### src/mems_settings.svh
`ifndef MEMS_SETTINGS_SVH
`define MEMS_SETTINGS_SVH

// wrap bounds for the A/B pair
`define MEMS_UP_LIMIT     8'd161
`define MEMS_DOWN_LIMIT   8'd21

// wrap bounds for the C/D pair
`define MEMS_UP_LIMIT_2   8'd141
`define MEMS_DOWN_LIMIT_2 8'd41

// clk cycles per sclk half period
`define MEMS_SCLK_DIV     2

// DAC command codes
`define MEMS_CMD_WRITE_UPDATE 3'b011
`define MEMS_CMD_RESET        3'b101
`define MEMS_CMD_LDAC         3'b110

// full power-on reset
`define MEMS_RESET_CONFIG 6'b000001
// LDAC pin ignored on all four channels
`define MEMS_LDAC_CONFIG  6'b001111

`endif

### src/mems_pkg.sv
`default_nettype none

package mems_pkg;

  // control frame: reset and LDAC setup
  typedef struct packed {
    logic [1:0] pad;
    logic [2:0] cmd;
    logic [2:0] addr;
    logic [9:0] unused;
    logic [5:0] cfg;
  } dac_ctrl_s;

  // channel write frame
  typedef struct packed {
    logic [1:0]  pad;
    logic [2:0]  cmd;
    logic [2:0]  chan;
    logic [15:0] code;
  } dac_write_s;

  typedef union packed {
    dac_ctrl_s   ctrl;
    dac_write_s  wr;
    logic [23:0] raw;
  } dac_word_u;

  typedef enum logic [1:0] {FRAME_RESET, FRAME_LDAC, FRAME_WRITE} frame_kind_e;

  typedef enum logic [1:0] {CH_A, CH_B, CH_C, CH_D} channel_e;

  typedef enum logic [1:0] {SEQ_IDLE, SEQ_SOFT_RESET, SEQ_LDAC_SETUP, SEQ_SWEEP} seq_state_e;

  typedef struct packed {
    frame_kind_e kind;
    channel_e    chan;
  } frame_req_s;

  typedef struct packed {
    logic [7:0] a;
    logic [7:0] b;
    logic [7:0] c;
    logic [7:0] d;
  } delta_set_s;

endpackage

`default_nettype wire

### src/dac_word_builder.sv
`timescale 1ns/10ps
`default_nettype none

`include "mems_settings.svh"

module dac_word_builder
  import mems_pkg::*;
(
  input  frame_req_s frame_req,
  input  delta_set_s deltas,
  output dac_word_u  frame_word
);

  // address field value meaning every channel
  localparam logic [2:0] ADDR_ALL = 3'b111;

  logic [7:0] chan_delta;

  always_comb begin
    case (frame_req.chan)
      CH_A:    chan_delta = deltas.a;
      CH_B:    chan_delta = deltas.b;
      CH_C:    chan_delta = deltas.c;
      default: chan_delta = deltas.d;
    endcase
  end

  always_comb begin
    frame_word.raw = '0;
    case (frame_req.kind)
      FRAME_RESET: begin
        frame_word.ctrl.cmd  = `MEMS_CMD_RESET;
        frame_word.ctrl.addr = ADDR_ALL;
        frame_word.ctrl.cfg  = `MEMS_RESET_CONFIG;
      end
      FRAME_LDAC: begin
        frame_word.ctrl.cmd  = `MEMS_CMD_LDAC;
        frame_word.ctrl.addr = ADDR_ALL;
        frame_word.ctrl.cfg  = `MEMS_LDAC_CONFIG;
      end
      default: begin
        frame_word.wr.cmd  = `MEMS_CMD_WRITE_UPDATE;
        frame_word.wr.chan = {1'b0, frame_req.chan};
        // 8-bit delta in the top byte of the 16-bit code
        frame_word.wr.code = {chan_delta, 8'h00};
      end
    endcase
  end

endmodule

`default_nettype wire

### src/mems_ctrl_top.sv
`timescale 1ns/10ps
`default_nettype none

module mems_ctrl_top
  import mems_pkg::*;
(
  input  logic       clk,
  input  logic       rst,
  input  logic       cmd_valid,
  input  logic [7:0] cmd_byte,
  output logic       cmd_ready,
  output logic       sclk,
  output logic       mosi,
  output logic       sync_n
);

  logic       frame_valid;
  logic       frame_ready;
  frame_req_s frame_req;
  dac_word_u  frame_word;
  delta_set_s deltas;
  logic       step_a;
  logic       step_b;

  mirror_sequencer u_sequencer (
    .clk         (clk),
    .rst         (rst),
    .cmd_valid   (cmd_valid),
    .cmd_byte    (cmd_byte),
    .cmd_ready   (cmd_ready),
    .frame_valid (frame_valid),
    .frame_req   (frame_req),
    .frame_ready (frame_ready),
    .step_a      (step_a),
    .step_b      (step_b)
  );

  sweep_counter u_sweep (
    .clk    (clk),
    .rst    (rst),
    .step_a (step_a),
    .step_b (step_b),
    .deltas (deltas)
  );

  // word is formed combinationally from the pending request
  dac_word_builder u_builder (
    .frame_req  (frame_req),
    .deltas     (deltas),
    .frame_word (frame_word)
  );

  spi_dac_master u_spi (
    .clk         (clk),
    .rst         (rst),
    .frame_valid (frame_valid),
    .frame_word  (frame_word),
    .frame_ready (frame_ready),
    .sclk        (sclk),
    .mosi        (mosi),
    .sync_n      (sync_n)
  );

endmodule

`default_nettype wire

### src/mirror_sequencer.sv
`timescale 1ns/10ps
`default_nettype none

module mirror_sequencer
  import mems_pkg::*;
(
  input  logic       clk,
  input  logic       rst,
  input  logic       cmd_valid,
  input  logic [7:0] cmd_byte,
  output logic       cmd_ready,
  output logic       frame_valid,
  output frame_req_s frame_req,
  input  logic       frame_ready,
  output logic       step_a,
  output logic       step_b
);

  // ASCII command bytes
  localparam logic [7:0] KEY_INIT = "h";
  localparam logic [7:0] KEY_PLAY = "p";
  localparam logic [7:0] KEY_STOP = "s";

  seq_state_e state_q;
  channel_e   ch_q;
  logic       cmd_fire;
  logic       frame_fire;

  // stall commands only while a request waits for the SPI master
  assign cmd_ready  = !(frame_valid && !frame_ready);
  assign cmd_fire   = cmd_valid && cmd_ready;
  assign frame_fire = frame_valid && frame_ready;

  // deltas move on the edge after the A/B word is taken
  assign step_a = frame_fire && (state_q == SEQ_SWEEP) && (ch_q == CH_A);
  assign step_b = frame_fire && (state_q == SEQ_SWEEP) && (ch_q == CH_B);

  // frame kind follows the state, channel follows the sub-state
  always_comb begin
    frame_req.chan = ch_q;
    case (state_q)
      SEQ_SOFT_RESET: frame_req.kind = FRAME_RESET;
      SEQ_LDAC_SETUP: frame_req.kind = FRAME_LDAC;
      default:        frame_req.kind = FRAME_WRITE;
    endcase
  end

  always_ff @(posedge clk) begin
    if (rst) begin
      state_q     <= SEQ_IDLE;
      ch_q        <= CH_A;
      frame_valid <= 1'b0;
    end else if (cmd_fire && cmd_byte == KEY_INIT) begin
      state_q     <= SEQ_SOFT_RESET;
      ch_q        <= CH_A;
      frame_valid <= 1'b1;
    end else if (cmd_fire && cmd_byte == KEY_PLAY) begin
      // straight into the sweep, no init frames
      state_q     <= SEQ_SWEEP;
      ch_q        <= CH_A;
      frame_valid <= 1'b1;
    end else if (cmd_fire && cmd_byte == KEY_STOP) begin
      // cmd_ready implies nothing is waiting, so nothing is lost here
      state_q     <= SEQ_IDLE;
      frame_valid <= 1'b0;
    end else if (frame_fire) begin
      case (state_q)
        SEQ_SOFT_RESET: begin
          state_q <= SEQ_LDAC_SETUP;
        end
        SEQ_LDAC_SETUP: begin
          state_q <= SEQ_SWEEP;
          ch_q    <= CH_A;
        end
        SEQ_SWEEP: begin
          // A, B, C, D and round again
          ch_q <= channel_e'(ch_q + 2'd1);
        end
        default: begin
          frame_valid <= 1'b0;
        end
      endcase
    end
  end

  // a waiting request must not change under back-pressure
  req_held: assert property (@(posedge clk) disable iff (rst)
    frame_valid && !frame_ready |=> frame_valid && $stable(frame_req))
    else $error("frame_req changed while waiting");

endmodule

`default_nettype wire

### src/spi_dac_master.sv
`timescale 1ns/10ps
`default_nettype none

`include "mems_settings.svh"

module spi_dac_master
  import mems_pkg::*;
(
  input  logic      clk,
  input  logic      rst,
  input  logic      frame_valid,
  input  dac_word_u frame_word,
  output logic      frame_ready,
  output logic      sclk,
  output logic      mosi,
  output logic      sync_n
);

  localparam int DIV = `MEMS_SCLK_DIV;
  localparam int DIV_W = (DIV > 1) ? $clog2(DIV) : 1;
  localparam logic [4:0] LAST_BIT = 5'd23;

  logic             busy_q;
  logic [DIV_W-1:0] div_q;
  logic [4:0]       bit_cnt_q;
  logic [23:0]      shift_q;
  logic             load;
  logic             half_tick;

  assign frame_ready = !busy_q;
  assign load        = frame_valid && frame_ready;
  assign half_tick   = busy_q && !sync_n && (div_q == DIV_W'(DIV - 1));
  // msb first, new bit appears with each sclk rise
  assign mosi        = shift_q[23];

  always_ff @(posedge clk) begin
    if (rst) begin
      busy_q    <= 1'b0;
      sync_n    <= 1'b1;
      sclk      <= 1'b0;
      div_q     <= '0;
      bit_cnt_q <= '0;
    end else if (load) begin
      // first rise goes out together with the sync_n fall
      busy_q    <= 1'b1;
      sync_n    <= 1'b0;
      sclk      <= 1'b1;
      div_q     <= '0;
      bit_cnt_q <= '0;
    end else if (busy_q && sync_n) begin
      // one idle cycle after sync_n rises
      busy_q <= 1'b0;
    end else if (busy_q) begin
      if (half_tick) begin
        div_q <= '0;
        if (sclk) begin
          sclk <= 1'b0;
        end else if (bit_cnt_q == LAST_BIT) begin
          sync_n <= 1'b1;
        end else begin
          sclk      <= 1'b1;
          bit_cnt_q <= bit_cnt_q + 5'd1;
        end
      end else begin
        div_q <= div_q + 1'b1;
      end
    end
  end

  always_ff @(posedge clk) begin
    if (load) begin
      shift_q <= frame_word.raw;
    end else if (half_tick && !sclk && bit_cnt_q != LAST_BIT) begin
      shift_q <= {shift_q[22:0], 1'b0};
    end
  end

  // no clock edges reach the DAC outside a frame
  sclk_in_frame: assert property (@(posedge clk) disable iff (rst)
    $changed(sclk) |-> !sync_n)
    else $error("sclk toggled with sync_n high");

endmodule

`default_nettype wire

### src/sweep_counter.sv
`timescale 1ns/10ps
`default_nettype none

`include "mems_settings.svh"

module sweep_counter
  import mems_pkg::*;
(
  input  logic       clk,
  input  logic       rst,
  input  logic       step_a,
  input  logic       step_b,
  output delta_set_s deltas
);

  always_ff @(posedge clk) begin
    if (rst) begin
      deltas.a <= `MEMS_DOWN_LIMIT;
      deltas.b <= `MEMS_UP_LIMIT;
      deltas.c <= `MEMS_DOWN_LIMIT_2;
      deltas.d <= `MEMS_UP_LIMIT_2;
    end else if (step_a) begin
      if (deltas.a > `MEMS_UP_LIMIT) begin
        // A/B sweep wraps
        deltas.a <= `MEMS_DOWN_LIMIT;
        deltas.b <= `MEMS_UP_LIMIT;
        // C/D only move once per A/B wrap
        if (deltas.c > `MEMS_UP_LIMIT_2) begin
          deltas.c <= `MEMS_DOWN_LIMIT_2;
          deltas.d <= `MEMS_UP_LIMIT_2;
        end else begin
          deltas.c <= deltas.c + 8'd1;
          deltas.d <= deltas.d - 8'd1;
        end
      end else begin
        deltas.a <= deltas.a + 8'd1;
      end
    end else if (step_b) begin
      deltas.b <= deltas.b - 8'd1;
    end
  end

  // A overshoots UP by one before it wraps
  a_in_range: assert property (@(posedge clk) disable iff (rst)
    (deltas.a >= `MEMS_DOWN_LIMIT) && (deltas.a <= `MEMS_UP_LIMIT + 8'd1))
    else $error("delta A out of range: %0d", deltas.a);

endmodule

`default_nettype wire

### config.mk
export PLATFORM = sky130hd
export DESIGN_NAME = mems_ctrl_top
export DESIGN_NICKNAME = d
export VERILOG_FILES = /design/src/mems_pkg.sv /design/src/dac_word_builder.sv /design/src/mems_ctrl_top.sv /design/src/mirror_sequencer.sv /design/src/spi_dac_master.sv /design/src/sweep_counter.sv
export VERILOG_INCLUDE_DIRS = /design/src /design/src/src
export SDC_FILE = /design/constraint.sdc
export NUM_CORES = 1
export LEC_CHECK = 0
export BUFFER_PORTS_ARGS = -buffer_cell sky130_fd_sc_hd__buf_4
export CAP_MARGIN = 15
export CORE_ASPECT_RATIO = 0.75
export CORE_MARGIN = 2
export CORE_UTILIZATION = 60
export DETAILED_ROUTE_END_ITERATION = 6
export PLACE_DENSITY = 0.78
export SLEW_MARGIN = 30
export SYNTH_ARGS = -nofsm -noshare
export SYNTH_HDL_FRONTEND = slang
export SYNTH_SLANG_ARGS = --single-unit
### constraint.sdc
create_clock -name clk -period 3.2 [get_ports clk]
set_input_delay 0.64 -clock clk [delete_from_list [all_inputs] [get_ports clk]]
set_output_delay 0.64 -clock clk [all_outputs]
set_load 0.02 [all_outputs]
# Word-level counts from Yosys, hierarchy flattened
# Cells that the tools add are included.
[totals] input_bits=11 out_inout_bits=4 word_cells=127 ff_bits=70
[classes] add_sub_neg=7 n_lt_le_gt_ge=2 muxes=38 n_eq_ne=15 n_reduce_logical=46 bitwise_logic=4
[ops] cell="22-bit 2-to-1 mux" count=2
[ops] cell="8-bit by 7-bit equality test with 1-bit output, second input constant" count=3
[ops] cell="24-bit 2-to-1 mux" count=1
[ops] cell="8-bit 2-to-1 mux" count=3
[ops] cell="8-bit case mux with 3 select lines" count=1
[ops] cell="1-bit 2-to-1 mux" count=21
[ops] cell="8-bit by 1-bit adder with 8-bit output, second input constant" count=2
[ops] cell="8-bit greater-than comparator, second input constant" count=2
[ops] cell="16-bit 2-to-1 mux" count=1
[ops] cell="8-bit by 1-bit subtractor with 8-bit output, second input constant" count=2
[ops] cell="1-bit logical AND" count=14
[ops] cell="2-bit nonzero test" count=7
[ops] cell="2-bit case mux with 2 select lines" count=3
[ops] cell="6-bit case mux with 2 select lines" count=1
[ops] cell="2-bit AND reduction" count=6
[ops] cell="10-bit 2-to-1 mux" count=1
[ops] cell="5-bit AND reduction" count=2
[ops] cell="4-bit case mux with 2 select lines" count=1
[ops] cell="4-bit nonzero test" count=2
[ops] cell="2-bit by 1-bit equality test with 1-bit output, second input constant" count=3
[ops] cell="2-bit equality test, second input constant" count=3
[ops] cell="2-bit 2-to-1 mux" count=3
[ops] cell="3-bit AND reduction" count=2
[ops] cell="2-bit OR reduction" count=3
[ops] cell="other kinds (14)" count=23

# Depth between registers and ports, before layout
# Gate-level depths: netlist of the first run.
[depth] word_depth=7 mapped_depth=8

# By module
# A second synthesis of the first run with hierarchy kept.
[hier_totals] hier_cells=441 hier_area_um2=3942.5
[by_module_without_submodules] module="sweep_counter" seq_area_each_um2=640.6 area_per_inst_um2=1730.4 instances=1 cells_each=195
[by_module_without_submodules] module="spi_dac_master" seq_area_each_um2=900.9 area_per_inst_um2=1438.9 instances=1 cells_each=151
[by_module_without_submodules] module="mirror_sequencer" seq_area_each_um2=100.1 area_per_inst_um2=411.6 instances=1 cells_each=50
[by_module_without_submodules] module="dac_word_builder" seq_area_each_um2=0.0 area_per_inst_um2=361.6 instances=1 cells_each=45

# Least setup slack after synthesis of the first run
# No wires, ideal clock.
[synth_path] kind="flip-flop to flip-flop" start="reg u_spi.busy_q" end="reg u_spi.shift_q[0] (enable)" path_slack_ns=1.119 path_buffers=3 arrival_time_ns=1.671 setup_time_ns=0.411 required_time_ns=2.789 path_stages_with_launch=6 path_cell_list="dfxtp_1 > clkbuf_1 > nand2b_1 > clkbuf_1 > clkbuf_1 > nand2_1"
[synth_between] elab_chain_len=5
[synth_lines] element="from (decl)" line="spi_dac_master.sv:23" source="logic busy_q;"
[synth_lines] element="from (signal assigned)" line="spi_dac_master.sv:38" source="busy_q <= 1'b0;"
[synth_lines] element="from (signal assigned)" line="spi_dac_master.sv:45" source="busy_q <= 1'b1;"
[synth_lines] element="from (signal assigned)" line="spi_dac_master.sv:52" source="busy_q <= 1'b0;"
[synth_lines] element="1-bit logical AND (2 in a row)" line="spi_dac_master.sv:32" source="assign half_tick = busy_q && !sync_n && (div_q == DIV_W'(DIV - 1));"
[synth_lines] element="1-bit logical AND (2 in a row)" line="spi_dac_master.sv:73" source="end else if (half_tick && !sclk && bit_cnt_q != LAST_BIT) begin"
[synth_lines] element="2-bit nonzero test (no line) *"
[synth_lines] element="to (signal assigned)" line="spi_dac_master.sv:72" source="shift_q <= frame_word.raw;"
[synth_lines] element="to (signal assigned)" line="spi_dac_master.sv:74" source="shift_q <= {shift_q[22:0], 1'b0};"
[synth_lines] element="to (decl)" line="spi_dac_master.sv:26" source="logic [23:0] shift_q;"
# Every way passes the cells marked *; elsewhere a longest branch is shown, timed or not.
# A chain may end at the register's enable or synchronous reset.

# Worst setup path in the final report of the first run
[layout_path] start="reg, netlist name u_sweep.deltas[8]" end="reg, netlist name u_sweep.deltas[0]"
[layout_between] elab_chain_len=2
[layout_lines] element="8-bit greater-than comparator (no line)"
[layout_lines] element="16-bit 2-to-1 mux" line="sweep_counter.sv:28" source="if (deltas.c > `MEMS_UP_LIMIT_2) begin"
# No other way between the ends.

==> results of run 1 <==
==> stage by stage <==
step	setup WS, ps	cell area, um^2	util [%]
after floorplan	1120	3750	-
after global placement	1080	3880	65.6
after detailed placement	1010	3880	65.6
after CTS	1000	4080	68.9
after global routing	838	4080	68.9
final	950	4080	68.9
==> synthesized netlist by cell type (3+ instances only) <==
master,number
dfxtp_1,48
nand2_1,47
nor2_1,26
edfxtp_1,22
ha_1,18
inv_1,16
clkbuf_1,14
o21ai_0,14
a21oi_1,12
nand2b_1,11
nand3_1,10
xnor2_1,10
xor2_1,9
a222oi_1,8
a22o_1,8
nor3_1,6
nor4_1,6
a211oi_1,5
buf_2,5
and2_1,4
and3_1,4
nand3b_1,4
nand4_1,4
nand4b_1,4
nor2b_1,4
o211ai_1,4
a211o_1,3
a31oi_1,3
o32a_1,3
o32ai_1,3
or3_1,3
or4_1,3
==> area by class of cell <==
type	instances	area, um^2
Sequential cell	70	1620
Fill cell	427	1840
Multi-Input combinational cell	280	1970
Tap cell	78	97.6
Inverter	16	60.1
Clock inverter	5	38.8
Clock buffer	11	154
Timing Repair Buffer	18	135
==> power by group through the flow <==
stage	Sequential [mW]	Combinational [mW]	Clock, mW
detailed placement	0.943	0.0467	0
CTS	0.922	0.0468	0.701
global placement	0.943	0.0461	0
floorplan	0.940	0.0317	0
finish	0.922	0.0475	0.686
global route	0.923	0.0512	0.739
==> sequential cells by signal, summed over array words and instances, names as in the netlist, 2 cells and up <==
name	cells
u_sweep.deltas	32
u_sequencer.ch_q	2
u_spi.bit_cnt_q	5
u_sequencer.state_q	2
u_spi.shift_q	24
==> worst paths after layout <==
path / start / end / slack, ps / cells after the start
worst max-delay path: u_sweep.deltas[8] / u_sweep.deltas[0] / 950 / 5
worst min register to register: u_spi.shift_q[23] / u_spi.shift_q[23] / 460 / 2
worst max register to register: u_sweep.deltas[8] / u_sweep.deltas[0] / 950 / 5
worst min-delay path: u_spi.shift_q[23] / u_spi.shift_q[23] / 460 / 2
==> critical path, cell delays in order, from the launching register on <==
cell and delay [ps]:
dfxtp_1 490, ha_1 210, and4bb_2 250, o41ai_4 510, nand3_2 320, a211o_1 360
==> per-layer routing <==
| metal | vias to the layer above | global-route usage [%] | wire length [um] |
|---|---|---|---|
| met5 | - | 0 | 0 |
| met4 | 0 | 7.25 | 108 |
| met3 | 11 | 7.06 | 624 |
| met2 | 115 | 37.8 | 3720 |
| met1 | 1429 | 37.3 | 3810 |
| li1 | 1444 | - | - |
==> cell families after synthesis <==
logic type | Yosys count
compound gates | 86
xor+xnor | 19
fa+ha+maj | 18
buf+inv | 38
flops | 70
mux | 1
simple gates | 156
==> flow_summary.ini, run 1 <==
[status]
status = finished, violations left
violations = DRC

[global_routing]
antenna_found_initial = 0
grt.overflow.total = 0
grt_first_pass_wirelength_mm = 13.6
grt_usage_pct = 25.7
grt_pass1_vias = 2761
grt_max_degree = 37

[cts]
cts_tree = done
clk_latency_ps = 360
numCtsBuffers = 9
cts-root-buf = clkbuf_8
htree_num_levels = 3
cts.path.max_buffers = 2
cts.sinks = 70
post_cts_resized = 0
cts.clk_slew.worst_paths_ps = 70
hold_buffers = 0
postCtsSetupRepairBufs = 0

[floorplanning]
ios = 15
die_x_um = 95.3
rows = 24
design.core.area_um2 = 5920
die_y_um = 72.5
die-area_um2 = 6910
start_util_pct = 63.5

[detailed_routing]
vias = 2999
antenna_left = 0
route.detailed.drc = 10
firstDrtPassIters = 7
totalWireLength_mm = 8.27
drt_iter0_drc = 314
routed_via_density = 6.27
wire_per_inst_um = 17.3

[timing]
fmax_mhz = 444
fin_worst_skew_ps = 10.4
worstMarginPinSlew_ps = 736
setup_viol = 0
slew_violations = 0
holdWs_ps = 456
relSlewSlack_pct = 50.6
hold_viol = 0
period_needed_ps = 2250
rsz0062_at_grt = no
finalSetupTns_ps = 0
period_share_pct = 70.3

[yosys]
synth-edff-count = 22
yosys_warnings = 0
synth_compound_area_share_pct = 19.1
synth_fp_nets = 417
synthDistinctLibCells = 69
synthFlopType = dfxtp_1
synth_top_area_share_pct = 25.6
ys_ff_latch = 70
ys_seq_area_share_pct = 43.2
syn_avg_cell_area_um2 = 9.67
synth.largest_area_cell = dfxtp_1
synthArstFlopShare_pct = 0
muxShareOfSynthArea_pct = 0.267
yosys.area_share.simple_pct = 22.7
yosys.area_share.adder_pct = 6.00
synth_top_family_by_area = simple AND/OR/NAND/NOR gates
synth-xor-area-share_pct = 4.43
synth_area_leaders = dfxtp_1, edfxtp_1, ha_1
synthCells = 388
synth_area_um2 = 3750

[placed_design]
dp_cells = 462
gp_congestion = 0.836
hpwl_mm = 5.61
io_buffers = 14

[power_and_ir_drop]
leakage_nw = 1.46
total_power_mw = 1.66
p_seq_share_pct = 55.7
power.density_nw_per_um2 = 406
peakVddDrop_v = 0.000324
combPwrFrac_pct = 2.9
switching_power_mw = 0.382
switching_share_pct = 23.1
pwr-share-clk_pct = 41.4
p_int_mw = 1.27

[finish]
final_common_cell = dfxtp_1
mostFrequentLayoutCells = dfxtp_1, nand2_1, nor2_1
area.growth.synth_to_final_pct = 8.57
diodes = 0
fin_cells = 478
nNetsFinal = 424
drive_above_1_share_pct = 13.5

[min_path]
holdCritPathClass = flip-flop to flip-flop

[worst_setup_path]
crit_fanout = 10
critical_path.startpoint_type = flip-flop
crit_path_end_kind = flip-flop
path_class = flip-flop to flip-flop
arrival_ps = 2490
cp.required_ps = 3440

[job]
cap_viol_max_count = 0
Power figures use the tool's default switching activity.
==> inputs of run 2 (changes only) <==
Settings changed: ABC_AREA from default to 1, CORE_UTILIZATION 60 to 56, PLACE_DENSITY 0.78 to 0.76.
Clock period 3.2 ns to 1.9 ns, I/O delays scaled along.
==> run 2 against run 1 <==
Effect of this change:
- the flow now finishes without violations
- via count is 10% higher
- non-clock buffer count is 10 higher
- global-route usage is 1.3 points lower
- clock power is 78% higher
- utilization is 2.9 points lower
- combinational power is 22% higher
- first-iteration DRC count is 22% lower
- register-to-register slack worse by 800 ps
- worst setup slack worse by 800 ps
- hold slack worse by 39 ps
- critical path type unchanged
- largest power group unchanged
- highest routed layer unchanged
==> flow_summary.ini, run 2 <==
[global_routing]
grt_pass1_vias = 2871
grt_first_pass_wirelength_mm = 14.0
antenna_found_initial = 0
grt_max_degree = 22
grt_usage_pct = 24.4
grt.overflow.total = 0

[worst_setup_path]
critical_path.startpoint_type = flip-flop
crit_fanout = 9
r2r_setup_slack_ps = 150
reg2reg_depth = 10
path_class = flip-flop to flip-flop
arrival_ps = 2020
reg2reg_from = u_sweep.deltas[8]
r2r-end = u_sweep.deltas[15]
cp.required_ps = 2170
crit_path_end_kind = flip-flop

[detailed_routing]
firstDrtPassIters = 5
wl_met2_mm = 3.40
antenna_left = 0
wire_per_inst_um = 14.0
dr.max_layer_used = met4
totalWireLength_mm = 8.50
routed-wl-met3_um = 703
drt_iter0_drc = 246
vias = 3298
wl_met1_mm = 4.26
route.detailed.drc = 0
routed_via_density = 5.42

[placed_design]
gp_congestion = 0.922
place_ws_ps = 104
dpl_cell_area_um2 = 4010
io_buffers = 14
hpwl_mm = 6.27

[cts]
cts.sinks = 70
cts-root-buf = clkbuf_8
clk_latency_ps = 360
hold_buffers = 0
post_cts_resized = 0
postCtsSetupRepairBufs = 0
htree_num_levels = 3
cts_tree = done
cts.clk_slew.worst_paths_ps = 80
numCtsBuffers = 9
cts.path.max_buffers = 2

[finish]
fin_util_pct = 66.0
nNetsFinal = 552
layout.filler_cells = 554
final_common_cell = nand2_1
drive_above_1_share_pct = 11.7
largest_reg_flops = 32
area.growth.synth_to_final_pct = 12.3
regMostFlops = u_sweep.deltas
diodes = 0
final_cell_area_um2 = 4210
mostFrequentLayoutCells = nand2_1, inv_1, dfxtp_1
largestRegisters = u_sweep.deltas: 32 flops, u_spi.shift_q: 24 flops, u_spi.bit_cnt_q: 5 flops

[floorplanning]
rows = 25
die_x_um = 98.5
die_y_um = 74.9
die-area_um2 = 7370
ios = 15
design.core.area_um2 = 6380
start_util_pct = 58.8

[timing]
slew_violations = 0
setup_viol = 0
worstMarginPinSlew_ps = 438
period_needed_ps = 1750
relSlewSlack_pct = 70.8
setup_slack_ps = 148
fin_worst_skew_ps = 9.94
finalSetupTns_ps = 0
rsz0062_at_grt = no
fmax_mhz = 571
hold_viol = 0
period_share_pct = 92.2

[status]
status = finished clean

[yosys]
synth_fp_nets = 522
synth-xor-area-share_pct = 3.27
synth_top_family_by_area = simple AND/OR/NAND/NOR gates
syn_avg_cell_area_um2 = 7.61
muxShareOfSynthArea_pct = 0
synth_top_area_share_pct = 25.6
ys_ff_latch = 70
ys_seq_area_share_pct = 43.2
synth_common_cells = nand2_1, inv_1, dfxtp_1, nor2_1, nand3_1
synthArstFlopShare_pct = 0
synth_compound_area_share_pct = 9.81
synth-edff-count = 22
synth_area_um2 = 3750
synthDistinctLibCells = 33
yosysMostFrequentCell = nand2_1
yosys.area_share.adder_pct = 6.01
synthFlopType = dfxtp_1
synthCells = 493
synth.largest_area_cell = dfxtp_1
yosys_warnings = 0
synth_area_leaders = dfxtp_1, edfxtp_1, nand2_1
yosys.area_share.simple_pct = 31.0

[min_path]
holdPathEnd = u_sweep.deltas[12]
whs_path_depth = 3
min_from = rst
holdCritPathClass = input pin to flip-flop

[job]
cap_viol_max_count = 0

[power_and_ir_drop]
leakage_nw = 1.87
power.density_nw_per_um2 = 667
peakVddDrop_v = 0.000386
-- run 2: layout make-up --
class                           instances  area [um^2]  share of cell area (%)
Sequential cell                        70         1620                    38.5
Inverter                               54          203                    4.81
Clock inverter                          7         72.6                    1.72
Multi-Input combinational cell        360         1880                    44.6
Tap cell                               81          101                    2.41
Clock buffer                            9          124                    2.94
Timing Repair Buffer                   28          210                    4.99
-- run 2: cell families (layout without fill, tap and decap cells) --
| family | count (synthesis) | after routing |
|---|---|---|
| buffers and inverters | 63 | 98 |
| flip-flops | 70 | 70 |
| adder cells (fa/ha/maj) | 18 | 18 |
| XOR/XNOR | 14 | 14 |
| AND/OR/NAND/NOR | 263 | 263 |
| AO/OA/AOI/OAI | 65 | 65 |
-- run 2: worst max-delay path: stages (launching register included) --
cell	delay, ps
dfxtp_1	410
inv_1	90
ha_1	210
nor2_1	120
nand2_1	60
nand2_1	90
nand2_1	250
nand2_1	160
nand2_2	140
nand2_1	100
inv_1	40
-- run 2: metrics by stage --
step	hold WS, ps	power, mW	instances
global placement	448	1.62	593
detailed placement	459	1.62	593
global route	419	2.90	609
finish	417	2.81	609
CTS	414	2.83	609
floorplan	441	1.59	493
-- run 2: worst max-delay path by stage --
stage | start | endpoint | slack (ps) | cells past startpoint
finish | u_sweep.deltas[8] | u_sweep.deltas[15] | 150 | 10
detailed placement | u_sequencer.ch_q[0] | u_sweep.deltas[18] | 100 | 9
CTS | u_sequencer.ch_q[0] | u_sweep.deltas[18] | 80 | 9
floorplan | u_spi.sync_n | u_spi.shift_q[0] | 10 | 8
global placement | u_sequencer.ch_q[0] | u_sweep.deltas[18] | 200 | 9
global route | u_sequencer.ch_q[0] | u_sweep.deltas[20] | 20 | 9
-- run 2: power breakdown --
part / total, mW / switching (mW) / internal (mW)
sequential: 1.53 / 0.000449 / 1.53
clock: 1.22 / 0.615 / 0.607
combinational: 0.0581 / 0.0347 / 0.0234
total: 2.81 / 0.650 / 2.16
-- run 2: metal layers --
metal / vias to the layer above / global-route usage [%]
met5: - / 0
met2: 119 / 34.3
met4: 0 / 7.76
met1: 1477 / 36.4
met3: 16 / 7.06
li1: 1686 / -
